[config.mk]
export PLATFORM = sky130hd
export DESIGN_NAME = rewardTop
export DESIGN_NICKNAME = d
export VERILOG_FILES = /design/src/rtl/rewardPkg.sv /design/src/rtl/jobClassifier.sv /design/src/rtl/clusterTimer.sv /design/src/rtl/rewardSequencer.sv /design/src/rtl/packetBuilder.sv /design/src/rtl/rewardTop.sv
export SDC_FILE = /design/constraint.sdc
export NUM_CORES = 1
export LEC_CHECK = 0
export ABC_CLOCK_PERIOD_IN_PS = 2300
export BUFFER_PORTS_ARGS = -buffer_cell sky130_fd_sc_hd__buf_2
export CORE_MARGIN = 8
export CORE_UTILIZATION = 43
export CTS_CLUSTER_SIZE = 25
export DETAILED_ROUTE_END_ITERATION = 10
export PLACE_DENSITY = 0.78
export SYNTH_ARGS = -nofsm -noshare
export SYNTH_HDL_FRONTEND = slang
export SYNTH_SLANG_ARGS = --single-unit
[constraint.sdc]
create_clock -name clk -period 2.3 [get_ports clk]
set_input_delay 0.115 -clock clk [delete_from_list [all_inputs] [get_ports clk]]
set_output_delay 0.115 -clock clk [all_outputs]
set_load 0.005 [all_outputs]
[src/rtl/rewardPkg.sv]
package rewardPkg;

    // one protocol word shared by ids, hop counts, energy and q values
    localparam int WORD_WIDTH = 16;

    typedef logic [WORD_WIDTH-1:0] word_t;

    // over-the-air packet type codes
    typedef enum logic [2:0] {
        // heartbeat flooded out from the sink
        PKT_HB      = 3'b000,
        // cluster-head election, received only
        PKT_CHE     = 3'b001,
        // invitation from a cluster head
        PKT_INV     = 3'b010,
        // membership request to a cluster head
        PKT_MR      = 3'b011,
        // cluster-head timeslot announcement
        PKT_CHT     = 3'b100,
        PKT_DATA    = 3'b101,
        // data sent by a node low on energy
        PKT_SOS     = 3'b110,
        PKT_INVALID = 3'b111
    } pktType_t;

    // job picked for one packet build
    typedef enum logic [2:0] {
        JOB_HB_RIPPLE    = 3'd0,
        JOB_INV_RIPPLE   = 3'd1,
        JOB_CH_INVITE    = 3'd2,
        JOB_MEMBER_REQ   = 3'd3,
        JOB_CH_TIMESLOT  = 3'd4,
        JOB_DATA_FORWARD = 3'd5,
        JOB_DATA_ORIGIN  = 3'd6,
        JOB_NONE         = 3'd7
    } jobKind_t;

    // invitations stop rippling at this many hops from the cluster head
    localparam word_t INV_HOP_LIMIT = word_t'(4);

    // idle cycles before a cluster timeout fires
    localparam word_t TIMEOUT_RELOAD = word_t'(10);

    // destination for a node one hop from the sink
    localparam word_t SINK_ID = '0;

    // broadcast destination
    localparam word_t BROADCAST_ID = '1;

    // unused field markers
    localparam word_t NO_HOPS = '1;
    localparam word_t NO_CH = '0;

endpackage

[src/rtl/jobClassifier.sv]
`timescale 1ns/1ps

module jobClassifier
    import rewardPkg::*;
(
    input  logic     en,
    input  logic     expired,
    input  logic     hbLock,
    input  logic     role,
    input  logic     iAmDestination,
    input  logic     iHaveData,
    input  pktType_t fPacketType,
    input  word_t    fHopsFromCH,
    output logic     jobValid,
    output jobKind_t jobKind
);

    // packet-kind flags from the received fields
    logic isHeartbeat;
    logic isInvite;
    logic isData;
    logic inviteInRange;

    assign isHeartbeat = (fPacketType == PKT_HB);
    assign isInvite = (fPacketType == PKT_INV);
    assign isData = (fPacketType == PKT_DATA) || (fPacketType == PKT_SOS);

    // invitation still inside the ripple radius
    assign inviteInRange = (fHopsFromCH < INV_HOP_LIMIT);

    // a strobe always starts a job even when it builds nothing
    assign jobValid = en | expired;

    always_comb begin
        jobKind = JOB_NONE;
        if (en) begin
            // received packet wins over a pending timeout
            if (isHeartbeat && !hbLock) begin
                // first heartbeat only
                jobKind = JOB_HB_RIPPLE;
            end else if (isInvite && inviteInRange) begin
                jobKind = JOB_INV_RIPPLE;
            end else if (isData && iAmDestination) begin
                // pass on data addressed to us
                jobKind = JOB_DATA_FORWARD;
            end else if (iHaveData) begin
                // own sensor data ready
                jobKind = JOB_DATA_ORIGIN;
            end else if (role) begin
                // cluster head sends its own invitation
                jobKind = JOB_CH_INVITE;
            end else begin
                jobKind = JOB_NONE;
            end
        end else if (expired) begin
            // timeout job depends on role
            if (role) begin
                jobKind = JOB_CH_TIMESLOT;
            end else begin
                jobKind = JOB_MEMBER_REQ;
            end
        end
    end

endmodule

[src/rtl/clusterTimer.sv]
`timescale 1ns/1ps

module clusterTimer
    import rewardPkg::*;
(
    input  logic     clk,
    input  logic     nrst,
    input  logic     en,
    input  pktType_t fPacketType,
    input  logic     busy,
    input  logic     jobStart,
    output logic     expired,
    output logic     hbLock
);

    // cluster timeout counter of idle cycles
    word_t count;

    // count only runs once the network has been flooded
    logic countEn;

    // heartbeat lock
    // set by the first heartbeat, released by a data packet
    always_ff @(posedge clk or negedge nrst) begin
        if (!nrst) begin
            hbLock <= 1'b0;
        end else if (en) begin
            if (fPacketType == PKT_HB) begin
                hbLock <= 1'b1;
            end else if (fPacketType == PKT_DATA) begin
                hbLock <= 1'b0;
            end
        end
    end

    // freeze while a build is in flight or before any heartbeat
    assign countEn = !busy && hbLock && (count != '0);

    always_ff @(posedge clk or negedge nrst) begin
        if (!nrst) begin
            count <= TIMEOUT_RELOAD;
        end else if (jobStart) begin
            // any job restarts the wait
            count <= TIMEOUT_RELOAD;
        end else if (countEn) begin
            count <= count - word_t'(1);
        end
    end

    // level that holds at zero until a job reloads the count
    assign expired = (count == '0);

endmodule

[src/rtl/rewardSequencer.sv]
`timescale 1ns/1ps

module rewardSequencer
    import rewardPkg::*;
(
    input  logic clk,
    input  logic nrst,
    input  logic jobValid,
    output logic jobStart,
    output logic busy,
    output logic rewardDone
);

    typedef enum logic [1:0] {
        S_IDLE    = 2'd0,
        S_PROCESS = 2'd1,
        S_DONE    = 2'd2
    } seqState_t;

    seqState_t state;
    seqState_t nextState;

    // only an idle block accepts a job
    // anything arriving later is dropped
    assign jobStart = (state == S_IDLE) && jobValid;

    always_comb begin
        nextState = state;
        case (state)
            S_IDLE: begin
                if (jobValid) begin
                    nextState = S_PROCESS;
                end
            end
            // fields are registered during this cycle
            S_PROCESS: nextState = S_DONE;
            S_DONE: nextState = S_IDLE;
            default: nextState = S_IDLE;
        endcase
    end

    always_ff @(posedge clk or negedge nrst) begin
        if (!nrst) begin
            state <= S_IDLE;
        end else begin
            state <= nextState;
        end
    end

    assign busy = (state != S_IDLE);
    // one-cycle pulse two edges after the job starts
    assign rewardDone = (state == S_DONE);

endmodule

[src/rtl/packetBuilder.sv]
`timescale 1ns/1ps

module packetBuilder
    import rewardPkg::*;
(
    input  logic     clk,
    input  logic     nrst,
    input  logic     jobStart,
    input  jobKind_t jobKind,
    input  logic     lowE,
    // own node state
    input  word_t    myEnergy,
    input  word_t    myNodeID,
    input  word_t    hopsFromSink,
    input  word_t    myQValue,
    // received packet fields
    input  word_t    fSourceID,
    input  word_t    fSourceHops,
    input  word_t    fQValue,
    input  word_t    fEnergyLeft,
    input  word_t    fHopsFromCH,
    input  word_t    fChosenCH,
    // clustering and routing state
    input  word_t    chosenCH,
    input  word_t    hopsFromCH,
    input  word_t    chosenHop,
    // outgoing packet
    output word_t    rSourceID,
    output word_t    rEnergyLeft,
    output word_t    rQValue,
    output word_t    rSourceHops,
    output word_t    rDestinationID,
    output word_t    rChosenCH,
    output word_t    rHopsFromCH,
    output pktType_t rPacketType
);

    // next packet, decoded from the job
    pktType_t nextType;
    word_t    nextSourceID;
    word_t    nextEnergy;
    word_t    nextQValue;
    word_t    nextSourceHops;
    word_t    nextDestination;
    word_t    nextChosenCH;
    word_t    nextHopsFromCH;

    // next-hop rule shared by both data jobs
    logic     sinkNeighbor;
    word_t    nextHop;
    pktType_t dataType;

    assign sinkNeighbor = (hopsFromSink == word_t'(1));
    assign nextHop = sinkNeighbor ? SINK_ID : chosenHop;
    assign dataType = lowE ? PKT_SOS : PKT_DATA;

    always_comb begin
        // own identity, broadcast, no cluster info
        nextType = PKT_INVALID;
        nextSourceID = myNodeID;
        nextSourceHops = hopsFromSink;
        nextQValue = myQValue;
        nextEnergy = myEnergy;
        nextDestination = BROADCAST_ID;
        nextChosenCH = NO_CH;
        nextHopsFromCH = NO_HOPS;
        case (jobKind)
            JOB_HB_RIPPLE: begin
                // keep the sink as origin, add our hop
                nextType = PKT_HB;
                nextSourceID = fSourceID;
                nextSourceHops = hopsFromSink + word_t'(1);
            end
            JOB_INV_RIPPLE: begin
                // carry the cluster head's identity one hop further
                nextType = PKT_INV;
                nextSourceID = fSourceID;
                nextQValue = fQValue;
                nextEnergy = fEnergyLeft;
                nextHopsFromCH = fHopsFromCH + word_t'(1);
            end
            JOB_CH_INVITE: begin
                nextType = PKT_INV;
                nextHopsFromCH = word_t'(1);
            end
            JOB_MEMBER_REQ: begin
                // unicast to the chosen head
                nextType = PKT_MR;
                nextDestination = chosenCH;
                nextChosenCH = chosenCH;
                nextHopsFromCH = hopsFromCH;
            end
            JOB_CH_TIMESLOT: begin
                nextType = PKT_CHT;
            end
            JOB_DATA_FORWARD: begin
                // payload kept as received and only the route changes
                nextType = dataType;
                nextSourceID = fSourceID;
                nextSourceHops = fSourceHops;
                nextQValue = fQValue;
                nextEnergy = fEnergyLeft;
                nextHopsFromCH = fHopsFromCH;
                nextChosenCH = fChosenCH;
                nextDestination = nextHop;
            end
            JOB_DATA_ORIGIN: begin
                nextType = dataType;
                nextHopsFromCH = hopsFromCH;
                // sink neighbors report straight to the sink
                nextChosenCH = sinkNeighbor ? NO_CH : chosenCH;
                nextDestination = nextHop;
            end
            default: begin
                nextType = PKT_INVALID;
            end
        endcase
    end

    // fields hold from one job to the next
    always_ff @(posedge clk or negedge nrst) begin
        if (!nrst) begin
            rPacketType <= PKT_INVALID;
            rSourceID <= '1;
            rDestinationID <= '1;
            rHopsFromCH <= '1;
            rSourceHops <= '1;
            rChosenCH <= '0;
            rQValue <= '0;
            rEnergyLeft <= '0;
        end else if (jobStart) begin
            rPacketType <= nextType;
            rSourceID <= nextSourceID;
            rDestinationID <= nextDestination;
            rHopsFromCH <= nextHopsFromCH;
            rSourceHops <= nextSourceHops;
            rChosenCH <= nextChosenCH;
            rQValue <= nextQValue;
            rEnergyLeft <= nextEnergy;
        end
    end

endmodule

[src/rtl/rewardTop.sv]
`timescale 1ns/1ps

module rewardTop
    import rewardPkg::*;
(
    input  logic     clk,
    input  logic     nrst,
    input  logic     en,
    // own node state
    input  word_t    myEnergy,
    input  word_t    myNodeID,
    input  word_t    hopsFromSink,
    input  word_t    myQValue,
    input  logic     role,
    input  logic     lowE,
    input  logic     iHaveData,
    // from the packet filter
    input  logic     iAmDestination,
    // received packet fields
    input  pktType_t fPacketType,
    input  word_t    fSourceID,
    input  word_t    fSourceHops,
    input  word_t    fQValue,
    input  word_t    fEnergyLeft,
    input  word_t    fHopsFromCH,
    input  word_t    fChosenCH,
    // clustering and routing state
    input  word_t    chosenCH,
    input  word_t    hopsFromCH,
    input  word_t    chosenHop,
    // outgoing packet
    output word_t    rSourceID,
    output word_t    rEnergyLeft,
    output word_t    rQValue,
    output word_t    rSourceHops,
    output word_t    rDestinationID,
    output word_t    rChosenCH,
    output word_t    rHopsFromCH,
    output pktType_t rPacketType,
    output logic     rewardDone
);

    // classifier to sequencer and builder
    logic     jobValid;
    jobKind_t jobKind;

    // timer state
    logic     expired;
    logic     hbLock;

    // sequencer controls
    logic     jobStart;
    logic     busy;

    jobClassifier u_jobClassifier (
        .en             (en),
        .expired        (expired),
        .hbLock         (hbLock),
        .role           (role),
        .iAmDestination (iAmDestination),
        .iHaveData      (iHaveData),
        .fPacketType    (fPacketType),
        .fHopsFromCH    (fHopsFromCH),
        .jobValid       (jobValid),
        .jobKind        (jobKind)
    );

    clusterTimer u_clusterTimer (
        .clk         (clk),
        .nrst        (nrst),
        .en          (en),
        .fPacketType (fPacketType),
        .busy        (busy),
        .jobStart    (jobStart),
        .expired     (expired),
        .hbLock      (hbLock)
    );

    rewardSequencer u_rewardSequencer (
        .clk        (clk),
        .nrst       (nrst),
        .jobValid   (jobValid),
        .jobStart   (jobStart),
        .busy       (busy),
        .rewardDone (rewardDone)
    );

    packetBuilder u_packetBuilder (
        .clk            (clk),
        .nrst           (nrst),
        .jobStart       (jobStart),
        .jobKind        (jobKind),
        .lowE           (lowE),
        .myEnergy       (myEnergy),
        .myNodeID       (myNodeID),
        .hopsFromSink   (hopsFromSink),
        .myQValue       (myQValue),
        .fSourceID      (fSourceID),
        .fSourceHops    (fSourceHops),
        .fQValue        (fQValue),
        .fEnergyLeft    (fEnergyLeft),
        .fHopsFromCH    (fHopsFromCH),
        .fChosenCH      (fChosenCH),
        .chosenCH       (chosenCH),
        .hopsFromCH     (hopsFromCH),
        .chosenHop      (chosenHop),
        .rSourceID      (rSourceID),
        .rEnergyLeft    (rEnergyLeft),
        .rQValue        (rQValue),
        .rSourceHops    (rSourceHops),
        .rDestinationID (rDestinationID),
        .rChosenCH      (rChosenCH),
        .rHopsFromCH    (rHopsFromCH),
        .rPacketType    (rPacketType)
    );

endmodule

Yosys cells after proc, flatten, opt, wreduce, memory -nomap -nowiden

Cells that the tools add are included.

Flip-flop bits (word level): 134
Input bits: 218
Output and inout port bits: 116
Logic and storage cells: 77

Add/subtract/negate cells: 3
Order comparisons: 1
Equality and inequality tests: 13
Muxes and demuxes: 25
Bitwise logic cells: 1
Reduce and logical (&&, ||, !) cells: 23

Operators by type and width:

| operator                                            | number |
|---|---|
| two-way mux 16 bit                                  | 7 |
| one-hot mux 16 bit (2 select lines)                 | 2 |
| one-hot mux 16 bit (4 select lines)                 | 1 |
| one-hot mux 16 bit (3 select lines)                 | 1 |
| adder 16 x 1 -> 16 bit, second input constant       | 2 |
| two-way mux 3 bit                                   | 8 |
| == test 16 x 1 -> 1 bit, second input constant      | 1 |
| zero test 16 bit                                    | 1 |
| < comparator 16 x 3 -> 1 bit, second input constant | 1 |
| nonzero test 16 bit                                 | 1 |
| subtractor 16 x 1 -> 16 bit, second input constant  | 1 |
| == test 3 bit, second input constant                | 5 |
| one-hot mux 3 bit (5 select lines)                  | 1 |
| == test 3 x 2 -> 1 bit, second input constant       | 3 |
| OR reduction 2 bit                                  | 4 |
| logical AND 1 bit                                   | 6 |
| zero test 3 bit                                     | 2 |
| nonzero test 2 bit                                  | 3 |
| two-way mux 2 bit                                   | 2 |
| one-hot mux 2 bit (2 select lines)                  | 1 |
| == test 3 x 1 -> 1 bit, second input constant       | 1 |
| OR reduction 3 bit                                  | 1 |
| == test 2 x 1 -> 1 bit, second input constant       | 1 |
| == test 2 bit, second input constant                | 1 |
| 7 further kinds                                     | 9 |

Longest topological paths before layout

Depth after elaboration: 10
Mapped depth: 10
Gate-level depth less buffers: 9

Hierarchy

From an unflattened synthesis, not the netlist that was laid out.

Cells, all modules: 898
Area total of the unflattened synthesis: 7876.3 sq um

By module, submodules not included:

| module          | times used | cells each | area an instance (sq um) | seq. area each (sq um) |
|---|---|---|---|---|
| packetBuilder   | 1          | 766        | 6633.9                   | 2961.6 |
| clusterTimer    | 1          | 102        | 1016.0                   | 427.9 |
| jobClassifier   | 1          | 23         | 142.6                    | 0.0 |
| rewardSequencer | 1          | 7          | 83.8                     | 50.0 |

Worst setup path before layout

No wires, ideal clock.

Path type: register to register
From: register u_clusterTimer.count[13]
To: register u_packetBuilder.rHopsFromCH[0]
Data arrival time: 2.303 ns
Setup slack: -0.079 ns
Cell stages (with the launch flop): 9
Cells stage by stage: dfrtp_1 or4_4 nor4_4 a31oi_1 a31o_2 buf_6 or3_1 a31o_1 a31oi_2

Longest elaborated chain between the ends: 6

RTL lines:

| item                                                           | RTL line             | text |
|---|---|---|
| from (decl)                                                    | clusterTimer.sv:17   | `word_t count;` |
| from (signal assigned)                                         | clusterTimer.sv:46   | `count <= count - word_t'(1);` |
| zero test 16 bit *                                             | clusterTimer.sv:51   | `assign expired = (count == '0);` |
| two-way mux 3 bit                                              | jobClassifier.sv:55  | `end else if (expired) begin` |
| two-way mux 3 bit                                              | jobClassifier.sv:36  | `if (en) begin` |
| == test 3 x 2 -> 1 bit / == test 3 bit (equally long branches) | packetBuilder.sv:67  | `case (jobKind)` |
| OR reduction 2 bit (no source line)                            | -                    |  |
| one-hot mux 16 bit (4 select lines)                            | packetBuilder.sv:67  |  |
| to (signal assigned)                                           | packetBuilder.sv:135 | `rHopsFromCH <= nextHopsFromCH;` |
| to (decl)                                                      | packetBuilder.sv:34  | `output word_t rHopsFromCH,` |

Every way passes the cells marked *; elsewhere a longest branch is shown, timed or not.
A chain may end at the register's enable or synchronous reset.

Worst setup path after layout

From: register u_clusterTimer.count[13]
To: register u_packetBuilder.rSourceID[1]

Longest elaborated chain between the ends: 6

RTL lines:

| item                                                 | RTL line             | text |
|---|---|---|
| zero test 16 bit *                                   | clusterTimer.sv:51   |  |
| two-way mux 3 bit                                    | jobClassifier.sv:55  |  |
| two-way mux 3 bit                                    | jobClassifier.sv:36  |  |
| == test 3 x 1 -> 1 bit, or another cell as far along | packetBuilder.sv:67  |  |
| OR reduction 3 bit (no source line)                  | -                    |  |
| two-way mux 16 bit                                   | packetBuilder.sv:67  |  |
| to (signal assigned)                                 | packetBuilder.sv:133 | `rSourceID <= nextSourceID;` |
| to (decl)                                            | packetBuilder.sv:28  | `output word_t rSourceID,` |

Marks and branches as above.

==> impl_metrics.env <==
export IMPL_status="complete, but fails checks"
export IMPL_violations="hold timing, setup timing"
export IMPL_syn_avg_cell_area_um2=9.44
export IMPL_root_buffer="clkbuf_16"
export IMPL_start_util_pct=43.4
export IMPL_place_inst=1339
export IMPL_path_max_fanout=8
export IMPL_place_congestion=0.937
export IMPL_grt_ovfl_total=0
export IMPL_portBuffers=333
export IMPL_grt_pass1_vias=8815
export IMPL_path_delay_family="simple AND/OR/NAND/NOR gates"
export IMPL_cts_sinks=134
export IMPL_p_comb_share_pct=48.4
export IMPL_total_power_mw=14.3
export IMPL_routedWlPerCell_um=24.2
export IMPL_io_pins=334
export IMPL_drv_slew=0
export IMPL_fmax_mhz=366
export IMPL_firstDrtPassIters=5
export IMPL_synth_edf_count=0
export IMPL_p_clk_share_pct=20.2
export IMPL_final_area_um2=13000
export IMPL_endpoint_kind="register"
export IMPL_vias=8944
export IMPL_grt_max_degree=77
export IMPL_synth_warnings=0
export IMPL_synth_cell_types=62
export IMPL_grt_pass1_wl_um=48200
export IMPL_rows=47
export IMPL_synth_commonest_cells="nand2_1, o21ai_0, nor2_1, dfstp_2, dfrtp_1"
export IMPL_clkLatencyLatePin_ns=0.42
export IMPL_final_cells=1537
export IMPL_use_met1_pct=35.2
export IMPL_area_delta_synth_final_pct=82.6
export IMPL_period_share_pct=119
export IMPL_synth_cell_area_um2=7100
export IMPL_path_class="reg2reg"
export IMPL_min_period_ns=2.73
export IMPL_path_cells="or4_4 > nor4_4 > buf_4 > a31oi_4 > a31oi_4 > buf_6 > o21ai_4 > buf_4 > mux2i_1 > o21ai_2"
export IMPL_synth_top_area_share_pct=25.5
export IMPL_crit_path_start="u_clusterTimer.count[13]"
export IMPL_critPathRequiredTime_ns=2.64
export IMPL_slew_headroom_pct=63.9
export IMPL_final_util_pct=79.3
export IMPL_setup_viol=116
export IMPL_hold_start="fSourceID[13]"
export IMPL_cts_buffers=17
export IMPL_worstHoldPathType="in2reg"
export IMPL_ys_seq_area_share_pct=48.4
export IMPL_synth_net_count=975
export IMPL_yosys_register_bits=134
export IMPL_nets=1524
export IMPL_die_h_um=145
export IMPL_multi_input_area_um2=4310
export IMPL_cpPeakStageDelay_ns=0.56
export IMPL_setup_slack_ns=-0.431
export IMPL_die_w_um=145
export IMPL_ir_drop_mv=0.662
export IMPL_slowest_stage="or4_4"
export IMPL_grtUsageMet3_pct=9.71
export IMPL_p_switching_mw=5.53
export IMPL_synth_ff_type="dfstp_2"
export IMPL_drc=0
export IMPL_p_leak_nw=5.91
export IMPL_drt_initial_drc_count=642
export IMPL_tightest_slew_ns=0.540
export IMPL_antenna_found_initial=3
export IMPL_layout_drive_gt1_share_pct=54.7
export IMPL_cts_buffer_depth=2
export IMPL_avgViaCountPerCell=5.82
export IMPL_synth_area_leader_cell="dfstp_2"
export IMPL_die_area_um2=20900
export IMPL_fill_cells=917
export IMPL_hpwl_um=20800
export IMPL_grt_use_met2_pct=49.5
export IMPL_power_density_nw_per_um2=1110
export IMPL_clk_pin_slew_ns=0.07
export IMPL_whs_ns=-0.0142
export IMPL_core_region_area_um2=16300
export IMPL_arrival_ns=3.07
export IMPL_dp_slack_ns=-0.453
export IMPL_synthTopCellsByArea="dfstp_2, dfrtp_1, mux2i_1"
export IMPL_grt_busiest_layer="met2"
export IMPL_power_frac_seq_pct=31.4
export IMPL_area_sequential_um2=3440
export IMPL_hold_viol=2
export IMPL_cp_buffers_inverters=3
export IMPL_drv_cap=0
export IMPL_switching_share_pct=38.5
export IMPL_start_kind="register"
export IMPL_cts_max_level=4
export IMPL_grt_use_total_pct=30.3
export IMPL_p_int_mw=8.82
export IMPL_syn_inst=752
export IMPL_rr_startpoint="u_clusterTimer.count[13]"
export IMPL_ant_nets=0
export IMPL_wl_um=37100
export IMPL_synth_most_common_cell="nand2_1"
export IMPL_postSynth_asyncResetShare_pct=100
export IMPL_rsz0062_at_grt="true"
export IMPL_skew_ns=0.0161
export IMPL_place_area_um2=9590
export IMPL_tritoncts="built"
## registers in the layout (all words and copies together), names as in the netlist
signal                          flops
u_packetBuilder.rSourceHops        16
u_rewardSequencer.state             2
u_packetBuilder.rChosenCH          16
u_packetBuilder.rQValue            16
u_packetBuilder.rSourceID          16
u_packetBuilder.rHopsFromCH        16
u_packetBuilder.rPacketType         3
u_packetBuilder.rEnergyLeft        16
u_clusterTimer.count               16
u_packetBuilder.rDestinationID     16
u_clusterTimer.hbLock               1
## per-stage QoR
stage	setup TNS, ns	hold slack [ns]
2_1_floorplan	-0.820	-0.181
3_3_place_gp	-12.07	0.0713
3_5_place_dp	-17.17	0.0770
4_1_cts	-11.50	0.000139
5_1_grt	-26.66	-0.0170
6_report	-16.36	-0.0142
## final timing paths
kind	slack (ns)	cells past startpoint	end
setup / recovery	-0.43	10	u_packetBuilder.rSourceID[1]
hold / removal	-0.01	3	u_packetBuilder.rSourceID[13]
setup reg to reg	-0.43	10	u_packetBuilder.rSourceID[1]
hold reg to reg	0.44	1	u_rewardSequencer.state[1]
max in group asynchronous	1.27	3	u_packetBuilder.rSourceID[2]
min in group asynchronous	0.18	2	u_packetBuilder.rChosenCH[15]
## power groups by stage
stage / clock [mW] / sequential [mW] / combinational [mW]
finish: 2.90 / 4.50 / 6.95
global route: 3.01 / 4.59 / 7.36
CTS: 2.90 / 4.33 / 5.24
detailed placement: 0 / 4.34 / 4.66
global placement: 0 / 4.31 / 4.52
floorplan: 0 / 4.42 / 2.13
## worst min-delay path, stage by stage
cell     delay [ns]
buf_2          0.08
mux2i_1        0.06
o21ai_1        0.11
## layout by cell type (no fill, tap or decap), types with 10 or more instances in the layout
cell type and count:
o21ai_1 33, dfstp_2 69, o21ai_0 13, a22oi_1 14, nor3_1 10, a21oi_2 10
nand2_2 19, a22oi_2 28, a31oi_1 18, buf_6 30, dlygate4sd3_1 124, nand2_1 100
buf_4 61, buf_2 332, buf_12 15, mux2i_1 46, clkbuf_16 22, nor2_1 69
dfrtp_1 65, nand3_1 14, o21ai_2 36, xnor2_1 14, a21oi_1 12
## cell type report
cell class	count	share of cell area, %
antenna	3	0.0579
clock inverter	13	1.27
timing repair buffer	575	33.0
inverter	7	0.299
clock buffer	19	3.42
multi-input combinational	565	33.2
sequential	134	26.5
tap	220	2.12
timing repair inverter	1	0.0676
## layer usage
layer	routed length, um	up-vias
met1	13400	4325
met3	3730	150
li1	-	3812
met2	18200	655
met5	8	-
met4	1860	2
## timing repair
item,CTS,global route
hold endpoints to repair,127,7
cloned,3,13
pin swaps,20,41
hold buffers,116,8
gates resized for setup,89,196
endpoints found under the setup margin,91,119
buffers inserted,16,13
## cells by family after synthesis
family | share of synthesized area, %
buffers and inverters | 3.28
AO/OA/AOI/OAI | 20.1
AND/OR/NAND/NOR | 16.8
multiplexers | 6.93
adder cells (fa/ha/maj) | 0.881
flip-flops | 48.4
XOR/XNOR | 3.59
(Power assumes the default switching activity.)
